<file path="config.mk">
export PLATFORM = sky130hd
export DESIGN_NAME = issueFront
export DESIGN_NICKNAME = d
export VERILOG_FILES = /design/src/design/isaPkg.sv /design/src/design/pipePkg.sv /design/src/design/drainCounter.sv /design/src/design/hazardDetect.sv /design/src/design/issueControl.sv /design/src/design/issueFront.sv /design/src/design/writeTracker.sv
export SDC_FILE = /design/constraint.sdc
export NUM_CORES = 1
export LEC_CHECK = 0
export CELL_PAD_IN_SITES_DETAIL_PLACEMENT = 2
export CELL_PAD_IN_SITES_GLOBAL_PLACEMENT = 2
export CORE_MARGIN = 3
export CORE_UTILIZATION = 37
export DETAILED_ROUTE_END_ITERATION = 6
export DONT_BUFFER_PORTS = 1
export GPL_TIMING_DRIVEN = 1
export HOLD_SLACK_MARGIN = 0.03
export PLACE_DENSITY_LB_ADDON = 0.2
export SYNTH_ARGS = -nofsm -noshare
export SYNTH_HDL_FRONTEND = slang
export SYNTH_SLANG_ARGS = --single-unit
</file>
<file path="constraint.sdc">
create_clock -name clk -period 2.1 [get_ports clk]
set_input_delay 0.105 -clock clk [delete_from_list [all_inputs] [get_ports clk]]
set_output_delay 0.105 -clock clk [all_outputs]
set_load 0.01 [all_outputs]
</file>
<file path="src/design/isaPkg.sv">
//~~~~~~~~~~~~~~~~~~~~~~~~~~~~~~~~~~~~~~~~~~~~~~~~~~~~~~~~~~~~~
// Instruction set definitions for the 16-bit teaching core.
// Holds the opcode values, field positions and the bubble
// encoding. Issue logic imports it for decode.
//~~~~~~~~~~~~~~~~~~~~~~~~~~~~~~~~~~~~~~~~~~~~~~~~~~~~~~~~~~~~~
`default_nettype none

package isaPkg;

    localparam int instWidth    = 16;
    localparam int regAddrWidth = 3;
    localparam int opWidth      = 5;

    // field positions
    localparam int opMsb = 15;
    localparam int opLsb = 11;
    localparam int rsMsb = 10;
    localparam int rsLsb = 8;
    localparam int rtMsb = 7;
    localparam int rtLsb = 5;
    // R-format destination
    localparam int rdMsb = 4;
    localparam int rdLsb = 2;

    localparam logic [opWidth-1:0] opHalt  = 5'b00000;
    localparam logic [opWidth-1:0] opNop   = 5'b00001;
    localparam logic [opWidth-1:0] opSt    = 5'b10000;
    localparam logic [opWidth-1:0] opLd    = 5'b10001;
    localparam logic [opWidth-1:0] opSlbi  = 5'b10010;
    localparam logic [opWidth-1:0] opStu   = 5'b10011;
    localparam logic [opWidth-1:0] opLbi   = 5'b11000;
    localparam logic [opWidth-1:0] opBitOp = 5'b11010;
    localparam logic [opWidth-1:0] opArith = 5'b11011;

    // group prefixes, upper opcode bits
    localparam logic [2:0] opSysPfx    = 3'b000;
    localparam logic [2:0] opSetPfx    = 3'b111;
    localparam logic [1:0] opImmPfx    = 2'b01;
    localparam logic [2:0] opBranchPfx = 3'b011;

    localparam logic [instWidth-1:0] nopInst = {opNop, 11'b0};
    localparam logic [regAddrWidth-1:0] linkReg = 3'd7;

    // halt, nop, siic, rti
    function automatic logic isSysOp(input logic [opWidth-1:0] op);
        return op[4:2] == opSysPfx;
    endfunction

    function automatic logic isSetOp(input logic [opWidth-1:0] op);
        return op[4:2] == opSetPfx;
    endfunction

    function automatic logic isBranchOp(input logic [opWidth-1:0] op);
        return op[4:2] == opBranchPfx;
    endfunction

    // I-format 1 is 01xxx minus the branches
    function automatic logic isImm1Op(input logic [opWidth-1:0] op);
        return (op[4:3] == opImmPfx) && !isBranchOp(op);
    endfunction

endpackage

`default_nettype wire

</file>
<file path="src/design/pipePkg.sv">
//~~~~~~~~~~~~~~~~~~~~~~~~~~~~~~~~~~~~~~~~~~~~~~~~~~~~~~~~~~~~~
// Pipeline shape seen from the issue stage.
// Tracked stage count and slot indices, the halt drain length
// and the issue FSM state encoding.
//~~~~~~~~~~~~~~~~~~~~~~~~~~~~~~~~~~~~~~~~~~~~~~~~~~~~~~~~~~~~~
`default_nettype none

package pipePkg;

    // D, X, M, W behind issue
    localparam int trackDepth = 4;

    // slot index in the tracker, youngest first
    localparam int stageD = 0;
    localparam int stageX = 1;

    // cycles of bubbles after halt issues
    localparam int drainCycles   = 4;
    localparam int drainCntWidth = $clog2(drainCycles + 1);

    typedef enum logic [1:0] {
        issueRun,
        issueDrain,
        issueHalted
    } issueState;

endpackage

`default_nettype wire

</file>
<file path="src/design/drainCounter.sv">
//~~~~~~~~~~~~~~~~~~~~~~~~~~~~~~~~~~~~~~~~~~~~~~~~~~~~~~~~~~~~~
// Drain timer for halt.
// Loads the drain length when halt issues and pulses done for
// one cycle on the last drain cycle.
//~~~~~~~~~~~~~~~~~~~~~~~~~~~~~~~~~~~~~~~~~~~~~~~~~~~~~~~~~~~~~
`timescale 1ns/1ps
`default_nettype none

module drainCounter (
    input  logic clk,
    input  logic rstN,
    input  logic drainStart,
    output logic drainDone
);

    import pipePkg::*;

    logic [drainCntWidth-1:0] count;

    // zero means idle
    always_ff @(posedge clk or negedge rstN) begin
        if (!rstN) begin
            count <= '0;
        end else if (drainStart) begin
            count <= drainCntWidth'(drainCycles);
        end else if (count != '0) begin
            count <= count - 1'b1;
        end
    end

    // last bubble cycle
    assign drainDone = count == drainCntWidth'(1);

    // only one halt can be draining
    assert property (@(posedge clk) disable iff (!rstN)
        drainStart |-> (count == '0))
        else $error("drainCounter: drainStart while draining");

endmodule

`default_nettype wire

</file>
<file path="src/design/hazardDetect.sv">
//~~~~~~~~~~~~~~~~~~~~~~~~~~~~~~~~~~~~~~~~~~~~~~~~~~~~~~~~~~~~~
// Hazard check for the fetched instruction.
// Compares its source registers against the writer records of
// D, X, M and W and adds the branch shadow. Passes the fetched
// instruction on, or a NOP bubble when it must wait.
//~~~~~~~~~~~~~~~~~~~~~~~~~~~~~~~~~~~~~~~~~~~~~~~~~~~~~~~~~~~~~
`timescale 1ns/1ps
`default_nettype none

module hazardDetect (
    input  logic [isaPkg::instWidth-1:0]                            fetchInst,
    input  logic [pipePkg::trackDepth-1:0]                          regWrt,
    input  logic [pipePkg::trackDepth-1:0][isaPkg::regAddrWidth-1:0] wrtReg,
    input  logic [pipePkg::trackDepth-1:0]                          branchIn,
    output logic                                                    stall,
    output logic [isaPkg::instWidth-1:0]                            candInst,
    output logic                                                    isBranch
);

    import isaPkg::*;
    import pipePkg::*;

    logic [opWidth-1:0]      opcode;
    logic [regAddrWidth-1:0] srcS;
    logic [regAddrWidth-1:0] srcT;
    logic                    rsHit;
    logic                    rtHit;
    logic                    regStall;
    logic                    shadow;

    // field pick
    assign opcode = fetchInst[opMsb:opLsb];
    assign srcS   = fetchInst[rsMsb:rsLsb];
    // store data reg sits in this field too
    assign srcT   = fetchInst[rtMsb:rtLsb];

    // match each source against every in-flight writer
    always_comb begin
        rsHit = 1'b0;
        rtHit = 1'b0;
        for (int i = 0; i < trackDepth; i++) begin
            if (regWrt[i] && (wrtReg[i] == srcS)) begin
                rsHit = 1'b1;
            end
            if (regWrt[i] && (wrtReg[i] == srcT)) begin
                rtHit = 1'b1;
            end
        end
    end

    // which sources count depends on the opcode class
    always_comb begin
        regStall = 1'b0;
        if (isSysOp(opcode)) begin
            // halt, nop, siic, rti read nothing
            regStall = 1'b0;
        end else if ((opcode == opSt) || (opcode == opStu)) begin
            // address base plus data reg
            regStall = rsHit || rtHit;
        end else if ((opcode == opArith) || (opcode == opBitOp) || isSetOp(opcode)) begin
            regStall = rsHit || rtHit;
        end else begin
            // immediates, loads, branches
            regStall = rsHit;
        end
    end

    assign isBranch = isBranchOp(opcode);

    // nothing issues under a branch still in D or X
    assign shadow = branchIn[stageD] || branchIn[stageX];

    always_comb begin
        stall    = regStall || shadow;
        candInst = stall ? nopInst : fetchInst;
    end

endmodule

`default_nettype wire

</file>
<file path="src/design/issueControl.sv">
//~~~~~~~~~~~~~~~~~~~~~~~~~~~~~~~~~~~~~~~~~~~~~~~~~~~~~~~~~~~~~
// Issue FSM with run, drain and halted states.
// Steers the issued instruction and the PC hold, and starts the
// drain timer when a halt leaves the stage.
//~~~~~~~~~~~~~~~~~~~~~~~~~~~~~~~~~~~~~~~~~~~~~~~~~~~~~~~~~~~~~
`timescale 1ns/1ps
`default_nettype none

module issueControl (
    input  logic                         clk,
    input  logic                         rstN,
    input  logic [isaPkg::instWidth-1:0] fetchInst,
    input  logic [isaPkg::instWidth-1:0] candInst,
    input  logic                         stall,
    input  logic                         drainDone,
    output logic [isaPkg::instWidth-1:0] issueInst,
    output logic                         pcHold,
    output logic                         issueValid,
    output logic                         drainStart,
    output logic                         halted
);

    import isaPkg::*;
    import pipePkg::*;

    issueState state;
    issueState nextState;
    logic      fetchHalt;

    assign fetchHalt = fetchInst[opMsb:opLsb] == opHalt;

    always_comb begin
        nextState  = state;
        issueInst  = nopInst;
        pcHold     = 1'b1;
        issueValid = 1'b0;
        drainStart = 1'b0;
        case (state)
            issueRun: begin
                issueInst  = candInst;
                issueValid = !stall;
                // halt holds the PC in the cycle it issues
                pcHold     = stall || fetchHalt;
                if (fetchHalt && !stall) begin
                    drainStart = 1'b1;
                    nextState  = issueDrain;
                end
            end
            issueDrain: begin
                if (drainDone) begin
                    nextState = issueHalted;
                end
            end
            default: begin
                // halted, wait for reset
                nextState = issueHalted;
            end
        endcase
    end

    always_ff @(posedge clk or negedge rstN) begin
        if (!rstN) begin
            state <= issueRun;
        end else begin
            state <= nextState;
        end
    end

    assign halted = state == issueHalted;

    // halted is entered only at the end of a drain
    assert property (@(posedge clk) disable iff (!rstN)
        $rose(halted) |-> $past(drainDone))
        else $error("issueControl: halted without a finished drain");

endmodule

`default_nettype wire

</file>
<file path="src/design/issueFront.sv">
//~~~~~~~~~~~~~~~~~~~~~~~~~~~~~~~~~~~~~~~~~~~~~~~~~~~~~~~~~~~~~
// Issue stage top level.
// Fetch drives fetchInst each cycle; decode latches issueInst at
// the rising edge. pcHold tells fetch to present the same
// instruction again.
//~~~~~~~~~~~~~~~~~~~~~~~~~~~~~~~~~~~~~~~~~~~~~~~~~~~~~~~~~~~~~
`timescale 1ns/1ps
`default_nettype none

module issueFront (
    input  logic                         clk,
    input  logic                         rstN,
    input  logic [isaPkg::instWidth-1:0] fetchInst,
    output logic [isaPkg::instWidth-1:0] issueInst,
    output logic                         pcHold,
    output logic                         halted
);

    import isaPkg::*;
    import pipePkg::*;

    logic                                   stall;
    logic [instWidth-1:0]                   candInst;
    logic                                   issueValid;
    logic                                   drainStart;
    logic                                   drainDone;
    logic [trackDepth-1:0]                  regWrt;
    logic [trackDepth-1:0][regAddrWidth-1:0] wrtReg;
    logic [trackDepth-1:0]                  branchIn;

    // tracker decodes branches from issueInst itself
    hazardDetect uHazard (
        .fetchInst (fetchInst),
        .regWrt    (regWrt),
        .wrtReg    (wrtReg),
        .branchIn  (branchIn),
        .stall     (stall),
        .candInst  (candInst),
        .isBranch  ()
    );

    writeTracker uTracker (
        .clk        (clk),
        .rstN       (rstN),
        .issueInst  (issueInst),
        .issueValid (issueValid),
        .regWrt     (regWrt),
        .wrtReg     (wrtReg),
        .branchIn   (branchIn)
    );

    issueControl uControl (
        .clk        (clk),
        .rstN       (rstN),
        .fetchInst  (fetchInst),
        .candInst   (candInst),
        .stall      (stall),
        .drainDone  (drainDone),
        .issueInst  (issueInst),
        .pcHold     (pcHold),
        .issueValid (issueValid),
        .drainStart (drainStart),
        .halted     (halted)
    );

    drainCounter uDrain (
        .clk        (clk),
        .rstN       (rstN),
        .drainStart (drainStart),
        .drainDone  (drainDone)
    );

endmodule

`default_nettype wire

</file>
<file path="src/design/writeTracker.sv">
//~~~~~~~~~~~~~~~~~~~~~~~~~~~~~~~~~~~~~~~~~~~~~~~~~~~~~~~~~~~~~
// Writer and branch records for the stages behind issue.
// Decodes the destination of each issued instruction, enters it
// at D and shifts it one stage per clock toward W.
//~~~~~~~~~~~~~~~~~~~~~~~~~~~~~~~~~~~~~~~~~~~~~~~~~~~~~~~~~~~~~
`timescale 1ns/1ps
`default_nettype none

module writeTracker (
    input  logic                                                    clk,
    input  logic                                                    rstN,
    input  logic [isaPkg::instWidth-1:0]                            issueInst,
    input  logic                                                    issueValid,
    output logic [pipePkg::trackDepth-1:0]                          regWrt,
    output logic [pipePkg::trackDepth-1:0][isaPkg::regAddrWidth-1:0] wrtReg,
    output logic [pipePkg::trackDepth-1:0]                          branchIn
);

    import isaPkg::*;
    import pipePkg::*;

    logic [opWidth-1:0]      opcode;
    logic [regAddrWidth-1:0] newDest;
    logic                    newWrt;
    logic                    newBranch;

    assign opcode = issueInst[opMsb:opLsb];

    // destination field per opcode
    always_comb begin
        newWrt    = 1'b0;
        newBranch = 1'b0;
        // non-writers park on r7, regWrt masks it
        newDest   = linkReg;
        if ((opcode == opArith) || (opcode == opBitOp) || isSetOp(opcode)) begin
            newWrt  = 1'b1;
            newDest = issueInst[rdMsb:rdLsb];
        end else if (isImm1Op(opcode) || (opcode == opLd)) begin
            newWrt  = 1'b1;
            newDest = issueInst[rtMsb:rtLsb];
        end else if ((opcode == opLbi) || (opcode == opSlbi) || (opcode == opStu)) begin
            // stu writes back the updated base
            newWrt  = 1'b1;
            newDest = issueInst[rsMsb:rsLsb];
        end else if (isBranchOp(opcode)) begin
            newBranch = 1'b1;
        end
    end

    // valid bits, bubbles enter empty
    always_ff @(posedge clk or negedge rstN) begin
        if (!rstN) begin
            regWrt   <= '0;
            branchIn <= '0;
        end else begin
            regWrt   <= {regWrt[trackDepth-2:0], newWrt && issueValid};
            branchIn <= {branchIn[trackDepth-2:0], newBranch && issueValid};
        end
    end

    // register numbers ride along with their valid bit
    always_ff @(posedge clk) begin
        wrtReg <= {wrtReg[trackDepth-2:0], newDest};
    end

    // branches write nothing, in any stage
    assert property (@(posedge clk) disable iff (!rstN) (branchIn & regWrt) == '0)
        else $error("writeTracker: branch record with regWrt set");

endmodule

`default_nettype wire

</file>
* Word level (Yosys, flattened, before mapping)
Cells that the tools add are included.
Storage, ports and cells: output and inout port bits 18, bits in registers 23, input port bits 18, logic and storage cells 100
Operators by class: multiplexer cells 32, $add $sub $neg 1, equality and inequality tests 27, reductions and logical operators 32
Operator list (number):
- $eq A5 B5 Y1 const B | 10
- $mux W16 | 2
- $eq A3 B3 Y1 | 8
- $mux W1 | 22
- $mux W3 | 5
- $logic_and A1 B1 Y1 | 12
- $logic_or A1 B1 Y1 | 12
- $eq A3 B3 Y1 const B | 2
- $logic_not A5 Y1 | 1
- $eq A2 B1 Y1 const B | 2
- $mux W2 | 2
- $pmux W2 S2 | 1
- $eq A3 B1 Y1 const B | 1
- $eq A3 B2 Y1 const B | 1
- $logic_not A3 Y1 | 1
- $reduce_bool A3 Y1 | 1
- $sub A3 B1 Y3 const B | 1
- $eq A2 B2 Y1 const B | 1
- $logic_not A1 Y1 | 2
- $logic_not A2 Y1 | 1
- $ne A2 B1 Y1 const B | 1
- $ne A2 B2 Y1 const B | 1
- $reduce_and A2 Y1 | 1
- $reduce_bool A2 Y1 | 1

* Longest topological paths before layout
Gate-level depths: netlist (run 1).
word-level depth 20, mapped depth 8

* Cells and area by module
A second synthesis (run 1) with hierarchy kept.
Unflattened totals: cells, all modules 180, area, all modules 1681.6 um^2
By module, submodules not included:
- hazardDetect | sequential area each 0.0 um^2, area an instance 640.6 um^2, cells each 89, instances 1
- writeTracker | sequential area each 440.4 um^2, area an instance 599.3 um^2, cells each 41, instances 1
- issueControl | sequential area each 50.0 um^2, area an instance 244.0 um^2, cells each 32, instances 1
- drainCounter | sequential area each 75.1 um^2, area an instance 197.7 um^2, cells each 18, instances 1

* Least setup slack after synthesis (run 1)
Ideal clock, no wire load.
path kind flip-flop to output port, start register uTracker.wrtReg[4] in the netlist's numbering, end output port issueInst[13] in the netlist's numbering, path slack 543 ps, path buffers 1, arrival time 1452 ps, stages on the path, launching flop included 8, cells stage by stage dfxtp_1 -> xnor2_1 -> and4_1 -> a41oi_1 -> nand3_1 -> a31oi_2 -> buf_6 -> and3_1
On the way: longest elaborated chain between the ends 12
Ends and longest elaborated chain:
- start: declaration | RTL line writeTracker.sv:15 | output logic [pipePkg::trackDepth-1:0][isaPkg::regAddrWidth-1:0] wrtReg,
- start signal: assignment | RTL line writeTracker.sv:63 | wrtReg <= {wrtReg[trackDepth-2:0], newDest};
- $eq A3 B3 Y1 (on tied branches) | RTL line hazardDetect.sv:42, hazardDetect.sv:45
- $logic_and A1 B1 Y1 (on tied branches) | RTL line hazardDetect.sv:42, hazardDetect.sv:45
- $mux W1 (on tied branches) (3 in series) | RTL line hazardDetect.sv:42, hazardDetect.sv:45
- $logic_or A1 B1 Y1 | RTL line hazardDetect.sv:59, hazardDetect.sv:61
- $mux W1 | RTL line hazardDetect.sv:60 | end else if ((opcode == opArith) || (opcode == opBitOp) || isSetOp(opcode)) begin
- $mux W1 * | RTL line hazardDetect.sv:57 | end else if ((opcode == opSt) || (opcode == opStu)) begin
- $mux W1 * | RTL line hazardDetect.sv:54 | if (isSysOp(opcode)) begin
- $logic_or A1 B1 Y1 * | RTL line hazardDetect.sv:74 | stall = regStall || shadow;
- $mux W16 * | RTL line hazardDetect.sv:75 | candInst = stall ? nopInst : fetchInst;
- $mux W16 * | RTL line issueControl.sv:38 | case (state)
- end: declaration | RTL line issueFront.sv:14 | output logic [isaPkg::instWidth-1:0] issueInst,
Every way passes the cells marked *; elsewhere a longest branch is shown, timed or not.

* Final worst setup path (run 1)
start register uTracker.wrtReg[2] in the netlist's numbering, end output port issueInst[4] in the netlist's numbering
On the way: longest elaborated chain between the ends 13
Ends and longest elaborated chain (RTL line):
- $eq A3 B3 Y1 (on tied branches) | hazardDetect.sv:42, hazardDetect.sv:45
- $logic_and A1 B1 Y1 (on tied branches) | hazardDetect.sv:42, hazardDetect.sv:45
- $mux W1 (on tied branches) (4 in series) | hazardDetect.sv:42, hazardDetect.sv:45
- $logic_or A1 B1 Y1 | hazardDetect.sv:59, hazardDetect.sv:61
- $mux W1 | hazardDetect.sv:60
- $mux W1 * | hazardDetect.sv:57
- $mux W1 * | hazardDetect.sv:54
- $logic_or A1 B1 Y1 * | hazardDetect.sv:74
- $mux W16 * | hazardDetect.sv:75
- $mux W16 * | issueControl.sv:38
Marks and branches as above.

==> results of run 1 <==
==> report_power, final <==
part / total, mW / internal [mW] / switching (mW)
Combinational: 0.418 / 0.210 / 0.208
Sequential: 0.553 / 0.500 / 0.0529
Clock: 0.212 / 0.0744 / 0.138
Total: 1.18 / 0.785 / 0.398
==> worst max-delay path, cell delays in order (launching register included) <==
cell and delay [ns]:
dfxtp_1 0.37, xnor2_1 0.14, and4_1 0.22, a41oi_2 0.19
a31oi_2 0.15, a31oi_4 0.25, buf_6 0.17, and3_4 0.20
==> timing repair <==
action,4_1_cts,5_1_grt
endpoints found under the setup margin,13,17
hold endpoints to repair,15,0
pin swaps,2,16
hold buffers,11,0
buffers inserted,2,1
gates cloned,1,0
gates resized for setup,12,16
==> area by class of cell <==
class	count	area, um^2
Clock buffer	4	26.3
Timing Repair Buffer	17	166
Tap cell	46	57.6
Fill cell	370	1800
Multi-Input combinational cell	98	825
Sequential cell	23	520
Inverter	6	22.5
==> layer usage <==
layer  vias up  share of wire (%)  global-route usage (%)
met3         6                4.6                    2.72
met4         0                1.8                    6.85
met5         -                  0                       0
li1        501                  -                       -
met2        30                 52                    32.1
met1       521                 42                    23.3
==> final timing paths <==
check | cells after the start | slack [ns] | end | startpoint
hold / removal | 2 | 0.07 | uTracker.regWrt[0] | fetchInst[12]
max in group asynchronous | 1 | 1.58 | uTracker.regWrt[0] | rstN
min in group asynchronous | 1 | 0.17 | uTracker.regWrt[3] | rstN
hold reg to reg | 0 | 0.39 | uTracker.wrtReg[9] | uTracker.wrtReg[6]
setup reg to reg | 9 | 0.14 | uTracker.branchIn[0] | uTracker.wrtReg[2]
setup / recovery | 7 | -0.02 | issueInst[4] | uTracker.wrtReg[2]
==> sequential cells by signal (all words and copies together), names as in the netlist <==
register           flops
uDrain.count           3
uTracker.regWrt        4
uTracker.wrtReg       12
uTracker.branchIn      2
uControl.state         2
==> cells in the final DEF (no fill, tap or decap), types with 2 or more instances in the layout <==
cell type and instances:
xnor2_1 25, and3_4 15, dlygate4sd3_1 11, dfrtp_1 11, dfxtp_1 10, nor2_1 8, inv_1 6, nand4_1 4
o211ai_1 4, nor2b_1 4, o21ai_0 3, nor3_1 3, o22ai_1 3, ha_1 3, clkbuf_4 3, buf_6 3
buf_4 3, and4_1 2, a41oi_2 2, nand3_2 2, a21oi_1 2, nand2_1 2
==> kinds of logic after synthesis <==
logic type      count (synthesis)  share of synthesized area (%)
xor+xnor                       25                           16.4
compound gates                 20                           10.7
mux                             1                          0.843
simple gates                   48                           21.2
flops                          23                           38.6
buf+inv                        19                           8.80
fa+ha+maj                       4                           3.56
==> per-stage QoR <==
step	setup slack [ns]	cell area, um^2
final	-0.0162	1620
after global routing	-0.144	1620
after CTS	0.0174	1530
after global placement	0.261	1320
after detailed placement	0.219	1320
after floorplan	0.543	1340
==> metrics.yaml, run 1 <==
netlist_area_um2: 1340
synthFlopType: "dfxtp_1"
final_max_slew_viol_count: 0
dp_cells: 175
grt-ovfl-total: 0
die_area_um2: 4370
die_h_um: 66.1
ys_seq_elements: 23
required_ns: 2.00
drive_above_1_share_pct: 24.3
crit_type: "flip-flop to primary output"
grt_pass1_vias: 1189
diodes: 0
grt_usage_pct: 18.6
fmax_mhz: 473
synthArstFlopShare_pct: 47.8
total_power_mw: 1.18
drtAntennaViolNets: 0
grt_setup_unrepaired: "true"
synth_area_leader_cell: "dfrtp_1"
cts_buffers: 3
drv_cap: 0
port_buffers: 0
relSlewSlack_pct: 65.5
cts_tree: "yes"
synth-edff-count: 0
tns_ns: -0.0860
synthTopCellsByArea: "dfrtp_1 (21%), dfxtp_1 (18%), xnor2_1 (16%)"
final_core_util_pct: 47.4
end_kind: "primary output"
powerDensity_nw_per_um2: 731
grt_max_degree: 24
yosysSeqAreaShare_pct: 38.6
finalNonFillerCells: 194
clk_path_buf_depth: 2
synth_most_common_cell: "xnor2_1"
nets: 170
synth.avg_cell_area_um2: 9.54
period_share_pct: 101
hold-worst-slack_ns: 0.0712
power.static_leakage_nw: 0.629
finalHoldViolCount: 0
drt-total-wl_mm: 3.93
outcome: "complete, but fails checks"
clock_sinks: 23
cp-start-kind: "flip-flop"
ios: 36
setup_viol: 8
skew_ns: 0.0103
place_congestion: 0.854
dpl.hpwl_mm: 2.49
synth_cell_type_count: 37
drc: 0
area_growth_pct: 21.1
antenna_found_initial: 0
synthCells: 140
drt_iter0_markers: 29
yosys-top-cells-count: "xnor2_1 (25), and3_1 (15), dfxtp_1 (12)"
syn-num-nets: 161
worst_slew_pin_slew_ns: 0.515
drtPass1Iterations: 2
root_buffer: "clkbuf_4"
synth_top_area_share_pct: 20.6
viasPerCell: 5.45
grt_pass1_wl_mm: 6.10
htreeDepth: 1
fp.coreArea_um2: 3420
die_x_um: 66.1
cp.arrival_ns: 2.01
vdd_drop_max_uv: 275
wl_per_cell_um: 20.2
setup_slack_ns: -0.0162
period_needed_ns: 2.12
yosys_warnings: 0
num_vias: 1058
hp-class: "primary input to flip-flop"
rows: 21
crit_fanout: 8
violations: "setup timing"
cts.clk_slew.worst_paths_ns: 0.13
clk_latency_ns: 0.32
initial_core_util_pct: 39.1
Power figures use the tool's default switching activity.
==> run 2: changes to the inputs <==
CTS_BUF_LIST = sky130_fd_sc_hd__clkbuf_16   (was default)
==> metrics.yaml, run 2 (synthesis gave the netlist of run 1 again) <==
die_h_um: 66.1  # unchanged
place_congestion: 0.854  # unchanged
dpl.hpwl_mm: 2.49  # unchanged
whs_path_depth: 1  # -1
cts_tree: "yes"
cp_cell_sequence: "xnor2_1, and4_1, a41oi_1, a31oi_1, a31oi_4, buf_8, and3_1"
clk_path_buf_depth: 2  # unchanged
drive_above_1_share_pct: 11.9  # -12 points
r2r_cells: 7  # -2
use_met2_pct: 25.5  # -6.6 points
nets: 157  # -7.6%
outcome: "finished clean"
drc: 0  # unchanged
drt-total-wl_mm: 3.31  # -16%
initial_core_util_pct: 39.1  # unchanged
grt_use_met3_pct: 4.93  # +2.2 points
end_kind: "primary output"
fmax_mhz: 505  # +7.0%
port_buffers: 0  # unchanged
antenna_found_initial: 0  # unchanged
crit_fanout: 18  # +10
die_area_um2: 4370  # unchanged
dp_cells: 175  # unchanged
hp-class: "primary input to flip-flop"
grt_usage_pct: 16.7  # -1.9 points
clk_latency_ns: 0.26  # -0.06 ns
grt_pass1_wl_mm: 5.44  # -11%
final_common_cell: "xnor2_1"
most-common-layout-cells: "xnor2_1 (25), and3_1 (14), dfrtp_1 (11)"
cts.clk_slew.worst_paths_ns: 0.06  # -0.07 ns
grt_pass1_vias: 1017  # -14%
power.static_leakage_nw: 0.610  # -3.0%
clock_sinks: 23  # unchanged
powerDensity_nw_per_um2: 907  # +24%
diodes: 0  # unchanged
reg_top3: "uTracker.wrtReg x12, uTracker.regWrt x4, uDrain.count x3"
drv_cap: 0  # unchanged
drtPass1Iterations: 4  # +2
worst_slew_pin_slew_ns: 0.508  # -0.00731 ns
ios: 36  # unchanged
wl_per_cell_um: 18.3  # -9.6%
critPathMaxStageDelay_ns: 0.34  # -0.03 ns
grt-ovfl-total: 0  # unchanged
num_vias: 1011  # -4.4%
path_buf_inv: 1  # unchanged
area_growth_pct: 8.71
vdd_drop_max_uv: 542  # +97%
cpMaxStageDelayCell: "dfxtp_1"
largest_register_ff_count: 12  # unchanged
final_max_slew_viol_count: 0  # unchanged
finalNonFillerCells: 181  # -6.7%
grt_max_degree: 24  # unchanged
rows: 21  # unchanged
cp_top_family: "compound AO/OA/AOI/OAI gates"
skew_ns: 0.00607  # -0.00427 ns
root_buffer: "clkbuf_16"
viasPerCell: 5.59  # +2.4%
fp.coreArea_um2: 3420  # unchanged
htreeDepth: 1  # unchanged
period_share_pct: 94.2  # -6.6 points
cp-start-kind: "flip-flop"
finalHoldViolCount: 0  # unchanged
relSlewSlack_pct: 66.0  # +0.49 points
grt_most_used_layer: "met2"
drt_iter0_markers: 39  # +34%
cp.arrival_ns: 1.87  # -0.14 ns
required_ns: 2.00  # about the same
hold-worst-slack_ns: 0.0427  # -0.0285 ns
drtAntennaViolNets: 0  # unchanged
setup_viol: 0  # -8
period_needed_ns: 1.98  # -0.138 ns
cts_buffers: 3  # unchanged
top_register: "uTracker.wrtReg"
grtUsageMet1_pct: 22.5  # -0.84 points
crit_type: "flip-flop to primary output"
cp.depth: 7  # unchanged
die_x_um: 66.1  # unchanged
## run 2: metal layers
layer	part of all wire, %	vias up
li1	-	474
met4	1.4	0
met1	46	504
met2	48	29
met3	4.8	4
met5	0	-
## run 2: cell type report
class                           instances  area (um^2)
Fill cell                             376         1960
Multi-Input combinational cell         98          736
Sequential cell                        23          518
Clock buffer                            3         75.1
Tap cell                               46         57.6
Timing Repair Buffer                    4         40.0
Inverter                                6         22.5
Clock inverter                          1         3.75
## run 2: final timing paths
kind	startpoint	end	slack [ns]
worst min-delay path	fetchInst[13]	uTracker.branchIn[0]	0.04
worst max-delay path	uTracker.wrtReg[2]	issueInst[5]	0.12
worst max register to register	uTracker.wrtReg[2]	uTracker.branchIn[0]	0.43
worst min register to register	uTracker.wrtReg[0]	uTracker.wrtReg[3]	0.39
min in group asynchronous	rstN	uTracker.regWrt[3]	0.25
max in group asynchronous	rstN	uTracker.branchIn[1]	1.50
## run 2: power by group
part | total (mW) | internal, mW | switching (mW) | leakage (nW)
combinational | 0.349 | 0.161 | 0.188 | 0.329
sequential | 0.555 | 0.502 | 0.0533 | 0.239
clock | 0.413 | 0.254 | 0.159 | 0.0423
total | 1.32 | 0.917 | 0.400 | 0.610
## run 2: metrics by stage
| step | setup slack (ns) | power, mW | setup TNS [ns] | cell area (um^2) | util [%] |
|---|---|---|---|---|---|
| after floorplan | 0.543 | 0.847 | 0 | 1340 | - |
| after global placement | 0.261 | 0.872 | 0 | 1320 | 38.6 |
| after detailed placement | 0.219 | 0.892 | 0 | 1320 | 38.6 |
| after CTS | 0.000857 | 1.32 | 0 | 1420 | 41.6 |
| after global routing | -0.0159 | 1.41 | -0.0661 | 1450 | 42.5 |
| final | 0.121 | 1.32 | 0 | 1450 | 42.5 |
## run 2: what timing repair did
item | in CTS | in global routing
hold buffers | 1 | 0
setup endpoints to repair | 11 | 17
pin swaps | 1 | 1
buffers inserted | 0 | 1
hold endpoints to repair | 11 | 0
resized for setup | 3 | 5
